$ cat config.mk
export PLATFORM = sky130hd
export DESIGN_NAME = grant_port_flat
export DESIGN_NICKNAME = d
export VERILOG_FILES = /design/src/rtl/arb_pkg.sv /design/src/rtl/grant_if.sv /design/src/rtl/grant_port.sv /design/src/flat_wrapper.sv
export SDC_FILE = /design/constraint.sdc
export NUM_CORES = 1
export LEC_CHECK = 0
export ABC_AREA = 1
export BUFFER_PORTS_ARGS = -buffer_cell sky130_fd_sc_hd__buf_2
export CAP_MARGIN = 15
export CORE_AREA = 2 2 39 41
export DETAILED_ROUTE_END_ITERATION = 10
export DIE_AREA = 0 0 41 43
export HOLD_SLACK_MARGIN = 0.06
export PLACE_DENSITY = 0.48
export SYNTH_ARGS = -nofsm -noshare
export SYNTH_HDL_FRONTEND = slang
export SYNTH_SLANG_ARGS = --single-unit
$ cat constraint.sdc
create_clock -name clk -period 1.5 [get_ports clk]
set_input_delay 0.075 -clock clk [delete_from_list [all_inputs] [get_ports clk]]
set_output_delay 0.075 -clock clk [all_outputs]
set_load 0.03 [all_outputs]
$ cat src/rtl/arb_pkg.sv
package arb_pkg;

  // the request word is split into num_pri groups of num_reqs requestors
  // bit p*num_reqs+r of the word belongs to requestor r at priority p
  localparam int num_reqs = 4;

  // the last stage chooses among this many priorities
  localparam int num_pri = 4;

  // index widths follow from the group sizes above
  localparam int req_w = 2;
  localparam int pri_w = 2;

  // one weight per input, compared against an 8-bit random draw
  localparam int weight_w = 8;

  // requestor index inside one priority group
  typedef logic [req_w-1:0] req_idx_t;

  // priority index chosen by the last stage
  typedef logic [pri_w-1:0] pri_idx_t;

  // weight of one arbiter input
  // a weight of 255 is always eligible, a weight of 0 never is
  // unless nothing else requests
  typedef logic [weight_w-1:0] weight_t;

endpackage

$ cat src/rtl/grant_if.sv
`timescale 1ns/1ps

interface grant_if;
  import arb_pkg::*;

  // a winner exists for the current requests
  logic valid;

  // winning priority and its winning requestor
  pri_idx_t pri;
  req_idx_t req;

  // one-cycle pulse from the port when it captures the winner
  // the arbiter state moves on the same clock edge
  logic take;

  // the arbiter side offers the winner and watches for take
  modport arb (
    output valid,
    output pri,
    output req,
    input  take
  );

  // the port side consumes the winner and raises take
  modport port (
    input  valid,
    input  pri,
    input  req,
    output take
  );

endinterface

$ cat src/rtl/grant_port.sv
`timescale 1ns/1ps

module grant_port (
  input  logic              clk,
  input  logic              rst,
  input  logic              grant_ack,
  grant_if.port             g,
  output logic              grant_req,
  output arb_pkg::pri_idx_t grant_pri,
  output arb_pkg::req_idx_t grant_who
);

  // idle waits for a winner, assert holds grant_req high,
  // release waits for the consumer to drop ack
  enum logic [1:0] {st_idle, st_assert, st_release} state;

  logic take;

  // capture only when idle and the previous handshake is fully closed
  assign take = (state == st_idle) && g.valid && !grant_ack;
  assign g.take = take;

  // handshake sequencing, one step per sampled edge of ack
  always_ff @(posedge clk) begin
    if (rst) begin
      state <= st_idle;
    end else begin
      case (state)
        st_idle: begin
          if (take) begin
            state <= st_assert;
          end
        end
        st_assert: begin
          // req drops the cycle after ack is seen high
          if (grant_ack) begin
            state <= st_release;
          end
        end
        st_release: begin
          // back to idle once the consumer has let go of ack
          if (!grant_ack) begin
            state <= st_idle;
          end
        end
        default: state <= st_idle;
      endcase
    end
  end

  // the captured winner stays put for the whole handshake
  always_ff @(posedge clk) begin
    if (take) begin
      grant_pri <= g.pri;
      grant_who <= g.req;
    end
  end

  // req comes straight from the state register, one cycle after capture
  assign grant_req = (state == st_assert);

endmodule

$ cat src/flat_wrapper.sv
// flat-port wrapper written by rule: the top's interface ports become plain ports
module grant_port_flat 
  (clk, rst, grant_ack, grant_req, grant_pri, grant_who, g_valid, g_pri, g_req, g_take);
  grant_if g_i ();
  input  logic clk;
  input  logic rst;
  input  logic grant_ack;
  output logic grant_req;
  output arb_pkg::pri_idx_t grant_pri;
  output arb_pkg::req_idx_t grant_who;
  input wire logic [$bits(g_i.valid)-1:0] g_valid;
  input wire logic [$bits(g_i.pri)-1:0] g_pri;
  input wire logic [$bits(g_i.req)-1:0] g_req;
  output wire logic [$bits(g_i.take)-1:0] g_take;
  assign g_i.valid = g_valid;
  assign g_i.pri = g_pri;
  assign g_i.req = g_req;
  assign g_take = g_i.take;
  grant_port u_core (.clk(clk), .rst(rst), .grant_ack(grant_ack), .g(g_i), .grant_req(grant_req), .grant_pri(grant_pri), .grant_who(grant_who));
endmodule
## Yosys cells after proc, flatten, opt, wreduce, memory -nomap -nowiden

Cells that the tools add are included.

| storage, ports and cells | value |
|---|---|
| input port bits | 8 |
| register bits after elaboration | 6 |
| output and inout port bits | 6 |
| logic and storage cells | 17 |

| cells by class | value |
|---|---|
| multiplexer cells | 4 |
| reduce and logical (&&, ||, !) cells | 5 |
| equal/unequal tests | 5 |

Operator list:

| kind | number |
|---|---|
| $mux W2 | 3 |
| $ne A2 B2 Y1 const B | 3 |
| $pmux W2 S3 | 1 |
| $reduce_and A3 Y1 | 1 |
| $eq A2 B1 Y1 const B | 1 |
| $eq A2 B2 Y1 const B | 1 |
| $logic_and A1 B1 Y1 | 2 |
| $logic_not A2 Y1 | 1 |
| $logic_not A1 Y1 | 1 |

## Logic depth before layout (Yosys ltp)

Gate-level depths: netlist (run 1).

| depth | value |
|---|---|
| word-level depth | 5 |
| gate-level depth with buffers | 3 |
| mapped depth without buffers | 3 |

## Worst setup path after synthesis (run 1)

Ideal clock, no wire load.

| timing path | value |
|---|---|
| kind | register to register |
| start | register u_core.state[1] in the netlist's numbering |
| end | register u_core.grant_pri[0], enable pin |
| arrival time | 996 ps |
| path slack | 122 ps |
| setup time | 382 ps |
| cell stages (with the launch flop) | 4 |
| buffers on the path | 0 |
| period minus slack after synthesis | 1378 ps |
| required time | 1118 ps |
| cell sequence | dfxtp_1 > inv_1 > nand3_1 > nor2_1 |

| between the ends | value |
|---|---|
| cells in the longest elaborated chain, start to end | 3 |

RTL lines:

| item | line | text |
|---|---|---|
| start, declared | grant_port.sv:15 | `enum logic [1:0] {st_idle, st_assert, st_release} state;` |
| start signal, assigned | grant_port.sv:26 | `state <= st_idle;` |
| start signal, assigned | grant_port.sv:31 | `state <= st_assert;` |
| start signal, assigned | grant_port.sv:37 | `state <= st_release;` |
| $logic_not A2 Y1 | grant_port.sv:20 | `assign take = (state == st_idle) && g.valid && !grant_ack;` |
| $logic_and A1 B1 Y1 (2 in series) | grant_port.sv:20 |  |
| via g_take | flat_wrapper.sv:14 | `output wire logic [$bits(g_i.take)-1:0] g_take;` |
| end signal, assigned | grant_port.sv:54 | `grant_pri <= g.pri;` |
| end, declared | grant_port.sv:9 | `output arb_pkg::pri_idx_t grant_pri,` |

The timed path passes the listed nets, and every way through them passes these cells.
A chain may end at the register's enable or synchronous reset.

## Worst setup path after layout (run 1)

| timing path | value |
|---|---|
| start | register u_core.state[1] in the netlist's numbering |
| end | output port g_take |

| between the ends | value |
|---|---|
| cells in the longest elaborated chain, start to end | 3 |

RTL lines:

| item | line |
|---|---|
| $logic_not A2 Y1 | grant_port.sv:20 |
| $logic_and A1 B1 Y1 (2 in series) | grant_port.sv:20 |
| end, declared | flat_wrapper.sv:14 |

Every way passes these cells.

==> results of run 1 <==
==> routing by layer <==
layer / GRT usage (%) / up-vias / part of all wire [%]
li1: - / 103 / -
met1: 4.19 / 81 / 39
met2: 10.0 / 13 / 44
met3: 7.85 / 5 / 14
met4: 6.00 / 0 / 2.9
met5: 0 / - / 0
==> logic make-up (layout without fill, tap and decap cells) <==
| kind of cell | Yosys count | after routing | share of synthesized area, % |
|---|---|---|---|
| AOI/OAI and AO/OA | 1 | 1 | 4.00 |
| buffers and inverters | 4 | 25 | 6.86 |
| DFF | 6 | 6 | 73.1 |
| and+or+nand+nor | 9 | 9 | 16.0 |
==> flip-flops by register name, summed over array words and instances (netlist names) <==
signal and count:
u_core.grant_pri 2, u_core.grant_who 2, u_core.state 2
==> worst paths after layout <==
path / from / end / slack (ns) / cells after the start
setup / recovery: u_core.state[1] / g_take / 0.13 / 4
hold / removal: rst / u_core.state[1] / 0.08 / 4
setup reg to reg: u_core.state[1] / u_core.grant_pri[0] / 0.38 / 3
hold reg to reg: u_core.state[1] / u_core.state[1] / 0.49 / 2
==> cell type report <==
class	count	area (um2)	area share, %
Clock buffer	4	26.3	7.09
Inverter	4	15.0	4.05
Multi-Input combinational cell	10	43.8	11.8
Sequential cell	6	160	43.2
Tap cell	16	20.0	5.41
Timing Repair Buffer	17	105	28.4
==> what timing repair did <==
item / CTS / global route
hold buffers: 4 / 0
hold endpoints to repair: 4 / 0
resized for setup: 0 / 0
==> report_power, final <==
part	leakage, nW	internal [mW]	total [mW]	switching, mW
clock network	0.0150	0.101	0.168	0.0665
registers	0.0536	0.185	0.187	0.00221
logic	0.106	0.0221	0.0534	0.0313
==> stage by stage <==
step / cells / worst slack [ns] / utilization [%] / power [mW] / instance area (um2)
after CTS: 57 / 0.112 / 26.8 / 0.417 / 370
after floorplan: 20 / 0.122 / - / 0.217 / 219
after global placement: 49 / 0.426 / 22.0 / 0.235 / 304
after detailed placement: 49 / 0.385 / 22.0 / 0.236 / 304
final: 57 / 0.131 / 26.8 / 0.408 / 370
after global routing: 57 / 0.0229 / 26.8 / 0.440 / 370
==> cell usage after synthesis <==
cell type  count
nand3_1        1
inv_1          4
nand2_1        4
nor2_1         4
edfxtp_1       4
a21oi_2        1
dfxtp_1        2
==> worst register-to-register path, delay by kind of cell, from the launching register on <==
kind / cells / cell delay [ns]
and+or+nand+nor: 2 / 0.39
DFF: 1 / 0.32
buffers and inverters: 1 / 0.07
==> results by group, run 1 <==
Synth
  – Mapped Cells: 20
  – YS warnings: 0
  – Seq/Total Area, Yosys: between 70% and 80%
  – Synth area leader: edfxtp_1
  – Avg Cell Area, Syn: about 11 um2
  – Synth cell types: 7
  – Share of the synthesized area in the top cell type: 54.9%
  – Top cells by area, synth: edfxtp_1, dfxtp_1, inv_1, nand2_1, nor2_1
  – Synth Register Bits: 6
  – Syn_nets: 28
  – Synthesized cell area: 219 um2

Timing
  – Fin. max-slew vios: 0
  – Clock skew: 0.00963 ns
  – RSZ-0062 raised after global routing: false
  – Final Hold Fails: 0
  – Worst Max-Slew Pin Slew: 0.401 ns
  – Fmax: 730 MHz
  – Crit path time final: roughly 1.4 ns
  – Hold slack: 0.0796 ns
  – Final worst path period share: 91.3%
  – Slew headroom: 73.1%
  – Final setup viols: 0
  – Setup tns final: 0 ns

Final layout
  – Fraction of layout instances using a drive strength above 1: roughly 41%
  – Ant diodes: 0
  – Commonest non-fill, non-tap cell in the layout: buf_2
  – Fill cell count: 141
  – Area grow syn2layout: 69.1%
  – Final #Nets: 50

CTS
  – CTS Sinks: 6
  – CTS tree: done
  – Root Driver: clkbuf_4
  – Clock transition at path regs: 0.04 ns
  – Post-CTS setup buffers: 0
  – H-tree Lvls: 1
  – Maximum clock path buffer count: 2
  – Clock Latency Late Sink: 0.25 ns
  – Num CTS Buffers: 3

Worst setup path
  – Slowest CP cell: dfxtp_1
  – Slowest cell delay on critical path: 0.32 ns
  – CP Buf/Inv Count: 2
  – CP arrival: 1.29 ns
  – Startpoint class of the critical path: flip-flop
  – Cells along the critical path: inv_1, nand3_1, nor2_1, buf_2
  – CP delay by family, top: simple AND/OR/NAND/NOR gates
  – Required time of the critical path: around 1.4 ns
  – Critical setup path kind: flip-flop to output pin
  – Worst setup EP type: output pin
  – Worst-path fanout max: 5

Detailed routing
  – Routed vias/inst: 3.54
  – Final ANT Viol Nets: 0
  – Iter 0 DRT Violations: 6
  – DRC Markers: 0
  – Via count: 202
  – Routed wire per std cell: 9.14 um
  – Initial DRT Pass Iterations: 4
  – WL final: about 520 um

Die
  – Die area: roughly 1800 um2
  – FP Rows: 14
  – Starting density of the core: 15.8%
  – Die Width: 41 um
  – Core footprint: 1380 um2
  – I/O pin cnt: 14
  – Chip height: about 43 um

Pwr
  – Leakage: ~0.17 nW
  – PwrDens: 1100 nW/um2
  – Maximum vdd ir drop: 0.000351 V

Job
  – Max_cap viols: 0

Placed design
  – RePlAce Congestion: 0.750
  – HPWL after detailed placement: 378 um
  – IO Port Bufs: 13

Global routing
  – Number of global-route vias before repair: 181
  – Overflow after GRT: 0
  – All-Layer GR Usage: under 10%
  – First-pass GRT wire length: 683 um
  – Largest net degree at the start of global routing: 6
  – Initial antenna violation count: 0

Worst hold path
  – Class of the worst hold path: primary input to flip-flop

Status
  – Status: finished clean
(Power assumes the default switching activity.)
==> run 2, diff against run 1 <==
Settings changed: ABC_AREA 1 to unset, PLACE_DENSITY 0.48 to 0.47.
==> results by group, run 2 <==
Status
  – Status: finished clean

Die
  – Die area: 1760 um2 (unchanged)
  – Core footprint: 1380 um2 (unchanged)
  – Starting density of the core: 15.1% (-0.72 points)
  – Die Width: 41 um (unchanged)
  – Chip height: 43 um (unchanged)
  – I/O pin cnt: 14 (unchanged)
  – FP Rows: 14 (unchanged)

Global routing
  – Overflow after GRT: 0 (unchanged)
  – Number of global-route vias before repair: 179 (-1.1%)
  – GR peak layer: met2
  – All-Layer GR Usage: 6.95% (+0.014 points)
  – Met1 usage: 6.82% (+2.6 points)
  – Initial antenna violation count: 0 (unchanged)
  – Met3 Use GR: 3.14% (-4.7 points)
  – Met2 Use GR: 10.3% (+0.31 points)
  – First-pass GRT wire length: 765 um (+12%)
  – Largest net degree at the start of global routing: 6 (unchanged)

Detailed routing
  – WL final: 527 um (+1.2%)
  – Final ANT Viol Nets: 0 (unchanged)
  – Iter 0 DRT Violations: 0 (-6)
  – DRC Markers: 0 (unchanged)
  – Via count: 182 (-9.9%)
  – Initial DRT Pass Iterations: 1 (-3)
  – Routed wire per std cell: 10.8 um (+18%)
  – Routed vias/inst: 3.71 (+4.8%)

Worst setup path
  – Worst setup EP type: output pin
  – Critical setup path kind: flip-flop to output pin
  – Startpoint class of the critical path: flip-flop
  – CP arrival: 1.30 ns (about the same)
  – Worst-path fanout max: 5 (unchanged)
  – Required time of the critical path: 1.42 ns (about the same)

Final layout
  – Final Core Density: 27.6% (+0.81 points)
  – Area grow syn2layout: 82.6%
  – Commonest non-fill, non-tap cell in the layout: buf_2
  – Fraction of layout instances using a drive strength above 1: 57.6% (+16 points)
  – Top Registers: u_core.grant_pri x2, u_core.grant_who x2, u_core.state x2
  – Final instance area: 382 um2 (+3.0%)
  – Final #Nets: 43 (-14%)
  – Ant diodes: 0 (unchanged)
  – Most frequent cells in the layout: buf_2, dlygate4sd3_1, edfxtp_1

Pwr
  – Leakage: 0.162 nW (-7.3%)
  – Sw Pwr: 0.0892 mW (-11%)
  – Clock power share: 37.1% (-4.0 points)
  – Maximum vdd ir drop: 0.000315 V (-10%)
  – PwrDens: 1030 nW/um2 (-6.8%)
  – P_int: 0.302 mW (-1.8%)
  – Comb power frac: 14.6% (+1.5 points)
  – Sw frac: 22.8% (-1.7 points)
  – Reg power frac: 48.3% (+2.5 points)

Placed design
  – DP Worst Slack: 0.352 ns (-0.0334 ns)
  – RePlAce Congestion: 0.606 (-19%)
  – HPWL after detailed placement: 434 um (+15%)
  – Placement-stage cell area: 309 um2 (+1.6%)
  – IO Port Bufs: 13 (unchanged)

Timing
  – Fmax: 726 MHz (-0.54%)
  – Slew headroom: 74.2% (+1.0 points)
  – Setup tns final: 0 ns (unchanged)
  – Final setup viols: 0 (unchanged)
  – Final worst path period share: 91.8% (+0.49 points)
  – Hold slack: 0.0713 ns (-0.00830 ns)
  – Worst Max-Slew Pin Slew: 0.386 ns (-0.0153 ns)
  – Final setup margin: 0.123 ns (-0.00741 ns)
  – Crit path time final: 1.38 ns (+0.00740 ns)
  – RSZ-0062 raised after global routing: false
  – Fin. max-slew vios: 0 (unchanged)
  – Clock skew: 0.00374 ns (-0.00588 ns)
  – Final Hold Fails: 0 (unchanged)

Worst hold path
  – Class of the worst hold path: primary input to flip-flop

CTS
  – Clock Latency Late Sink: 0.24 ns (about the same)
  – CTS Sinks: 6 (unchanged)
  – Clock transition at path regs: 0.05 ns (about the same)
  – CTS tree: done
  – Num CTS Buffers: 3 (unchanged)
  – Maximum clock path buffer count: 2 (unchanged)
  – H-tree Lvls: 1 (unchanged)
  – Cts repair resizes: 0 (unchanged)
  – Root Driver: clkbuf_4

Synth
  – Mapped Cells: 12 (-40%)
  – Seq/Total Area, Yosys: 76.6% (+3.5 points)
  – Synth cell count leaders: edfxtp_1, dfxtp_1
  – Post-Synth XOR/XNOR Area: 4.19% (+4.2 points)
  – Post-Synth Simple-Gate Area: 19.2% (+3.2 points)
  – Fraction of synthesized area in multiplexers: 0% (unchanged)
  – Synth area leader: edfxtp_1
  – Most numerous cell in the Yosys netlist: edfxtp_1
  – Number of synthesized flops with an enable pin: 4 (unchanged)
  – Asr flop ratio synth: 0% (unchanged)
  – Synth Register Bits: 6 (unchanged)
  – Synth cell types: 8 (+1)
  – Post-synthesis compound-gate area fraction: 0% (-4.0 points)
  – Largest family of logic cells by synthesized area: simple AND/OR/NAND/NOR gates
  – Dominant synthesized flop cell: edfxtp_1
  – Syn_nets: 20 (-29%)
  – Top cells by area, synth: edfxtp_1, dfxtp_1, nor3b_2, and2b_2, nor4b_1
  – Share of the synthesized area in the top cell type: 57.5% (+2.6 points)
  – Adder-cell share of the synthesized area: 0% (unchanged)
  – Synthesized cell area: 209 um2 (-4.6%)
  – Avg Cell Area, Syn: 17.4 um2 (+59%)
  – YS warnings: 0 (unchanged)

Job
  – Max_cap viols: 0 (unchanged)
[run 2: repair_timing]
action	CTS	global route
hold endpoints to repair	6	0
hold buffers	5	0
buffers inserted	0	0
[run 2: power groups by stage]
stage          Sequential, mW  Combinational (mW)  Clock, mW
2_1_floorplan           0.202              0.0176          0
3_3_place_gp            0.192              0.0454          0
3_5_place_dp            0.192              0.0478          0
4_1_cts                 0.189              0.0582      0.156
5_1_grt                 0.190              0.0622      0.159
6_report                0.189              0.0571      0.145
[run 2: logic make-up (layout without fill, tap and decap cells)]
kind of cell           after synthesis  after routing
flip-flops                           6              6
AND/OR/NAND/NOR                      5              5
XOR/XNOR                             1              1
buffers and inverters                0             21
[run 2: path summary, 6_finish.rpt]
path,start,end,slack (ns),cells past startpoint
setup reg to reg,u_core.state[0],u_core.grant_who[1],0.37,1
setup / recovery,u_core.state[0],g_take,0.12,2
hold reg to reg,u_core.state[1],u_core.state[0],0.55,1
hold / removal,grant_ack,u_core.state[0],0.07,2
[run 2: layer usage]
layer,vias to the layer above,wire length [um]
met2,14,249
met5,-,0
met4,0,0
met1,79,210
li1,89,-
met3,0,67
[run 2: critical path, stage by stage, from the launching register on]
cell     delay (ns)
dfxtp_1        0.35
nor4b_4        0.44
buf_2          0.28
[run 2: per-stage QoR]
stage | cells | power, mW
floorplan | 12 | 0.219
global placement | 41 | 0.237
detailed placement | 41 | 0.240
CTS | 49 | 0.404
global route | 49 | 0.411
finish | 49 | 0.392
[run 2: area by class of cell]
cell class                      count  area, um2
Fill cell                         146       1000
Clock buffer                        3       22.5
Multi-Input combinational cell      6       63.8
Sequential cell                     6        160
Timing Repair Buffer               18        115
Tap cell                           16       20.0
==> run 3, diff against run 2 <==
Settings changed: PLACE_DENSITY 0.47 to unset.
==> results by group, run 3 (same netlist as run 2, synthesis figures left out) <==
CTS
  – Maximum clock path buffer count: 2 (unchanged)
  – CTS Sinks: 6 (unchanged)
  – Root Driver: clkbuf_4
  – Clock Latency Late Sink: 0.25 ns (about the same)
  – CTS tree: done
  – Post-CTS setup buffers: 0 (unchanged)
  – Clock transition at path regs: 0.04 ns (about the same)
  – H-tree Lvls: 1 (unchanged)
  – Num CTS Buffers: 3 (unchanged)
  – Cts repair resizes: 0 (unchanged)

Worst setup path
  – Flop2flop setup slack: 0.35 ns (-0.02 ns)
  – Slowest cell delay on critical path: 0.45 ns (about the same)
  – Worst setup EP type: output pin
  – Cells along the critical path: nor4b_4, buf_2
  – Slowest CP cell: nor4b_4
  – Required time of the critical path: 1.42 ns (about the same)
  – Worst-path fanout max: 5 (unchanged)
  – Critical setup path kind: flip-flop to output pin
  – CP arrival: 1.32 ns (+0.02 ns)
  – Startpoint class of the critical path: flip-flop

Status
  – Status: finished clean

Die
  – Starting density of the core: 15.1% (unchanged)
  – I/O pin cnt: 14 (unchanged)
  – Chip height: 43 um (unchanged)
  – Die Width: 41 um (unchanged)
  – Core footprint: 1380 um2 (unchanged)
  – FP Rows: 14 (unchanged)
  – Die area: 1760 um2 (unchanged)

Detailed routing
  – WL final: 566 um (+7.4%)
  – Initial DRT Pass Iterations: 2 (+1)
  – Iter 0 DRT Violations: 15 (+15)
  – Routed wire per std cell: 11.1 um (+3.2%)
  – Via count: 191 (+4.9%)
  – Routed vias/inst: 3.75 (+0.83%)
  – Final ANT Viol Nets: 0 (unchanged)
  – DRC Markers: 0 (unchanged)

Pwr
  – Leakage: 0.167 nW (+3.3%)
  – Maximum vdd ir drop: 0.000390 V (+24%)
  – PwrDens: 1040 nW/um2 (+0.92%)
  – Overall power: 0.410 mW (+4.6%)

Timing
  – Crit path time final: 1.39 ns (+0.0179 ns)
  – Setup tns final: 0 ns (unchanged)
  – Final worst path period share: 93.0% (+1.2 points)
  – Worst Max-Slew Pin Slew: 0.403 ns (+0.0171 ns)
  – Fmax: 717 MHz (-1.3%)
  – Slew headroom: 73.0% (-1.1 points)
  – RSZ-0062 raised after global routing: false
  – Fin. max-slew vios: 0 (unchanged)
  – Clock skew: 0.00950 ns (+0.00575 ns)
  – Final Hold Fails: 0 (unchanged)
  – Final setup viols: 0 (unchanged)

Placed design
  – IO Port Bufs: 13 (unchanged)
  – RePlAce Congestion: 0.645 (+6.3%)

Global routing
  – First-pass GRT wire length: 855 um (+12%)
  – All-Layer GR Usage: 8.10% (+1.1 points)
  – Initial antenna violation count: 0 (unchanged)
  – Overflow after GRT: 0 (unchanged)
  – Number of global-route vias before repair: 197 (+10%)
  – Largest net degree at the start of global routing: 6 (unchanged)

Final layout
  – Top Registers: u_core.grant_pri x2, u_core.grant_who x2, u_core.state x2
  – Commonest non-fill, non-tap cell in the layout: buf_2
  – Final #Nets: 44 (+2.3%)
  – Fill cell count: 145 (-0.68%)
  – Area grow syn2layout: 89.2%
  – Multi-input gate area: 63.8 um2 (unchanged)
  – Fraction of layout instances using a drive strength above 1: 54.3% (-3.3 points)
  – Ant diodes: 0 (unchanged)
  – Register area: 160 um2 (unchanged)
  – Most frequent cells in the layout: buf_2, dlygate4sd3_1, edfxtp_1

Job
  – Max_cap viols: 0 (unchanged)

Worst hold path
  – Class of the worst hold path: primary input to flip-flop
run 3: cell type report:
type                            instances  share of cell area (%)
Clock buffer                            4                    6.65
Multi-Input combinational cell          6                    16.1
Sequential cell                         6                    40.5
Tap cell                               16                    5.06
Timing Repair Buffer                   19                    31.6
run 3: metal layers:
metal  wire, um  global-route usage (%)  up-vias
met4          0                    6.00        0
li1           -                       -       94
met2        220                    9.38       14
met5          0                       0        -
met3         77                    5.24        0
met1        268                    10.2       83
run 3: power breakdown:
group	total (mW)	internal (mW)	switching [mW]
Clock	0.160	0.101	0.0592
Sequential	0.190	0.185	0.00468
Combinational	0.0599	0.0289	0.0310
run 3: timing repair:
item,4_1_cts,5_1_grt
hold buffers,5,1
endpoints found under the hold margin,6,1
setup endpoints to repair,0,0
run 3: worst paths after layout:
| path | from | endpoint | cells past startpoint |
|---|---|---|---|
| worst max-delay path | u_core.state[0] | g_take | 2 |
| worst min-delay path | g_valid | u_core.state[0] | 3 |
| worst max register to register | u_core.state[0] | u_core.grant_pri[0] | 1 |
| worst min register to register | u_core.state[1] | u_core.state[0] | 1 |
run 3: per-stage QoR:
| step | std cells | worst slack, ns | hold WS (ns) | utilization (%) | area (um2) |
|---|---|---|---|---|---|
| 3_3_place_gp | 41 | 0.399 | 0.252 | 22.3 | 309 |
| 3_5_place_dp | 41 | 0.380 | 0.254 | 22.3 | 309 |
| 6_report | 51 | 0.105 | 0.135 | 28.6 | 395 |
| 4_1_cts | 50 | 0.117 | 0.0615 | 27.8 | 385 |
| 5_1_grt | 51 | 0.0304 | 0.125 | 28.6 | 395 |
| 2_1_floorplan | 12 | 0.169 | 0.145 | - | 224 |
run 3: worst max-delay path, delay by kind of cell, from the launching register on:
| kind | cells | cell delay (ns) |
|---|---|---|
| buf+inv | 1 | 0.28 |
| simple gates | 1 | 0.45 |
| flops | 1 | 0.35 |
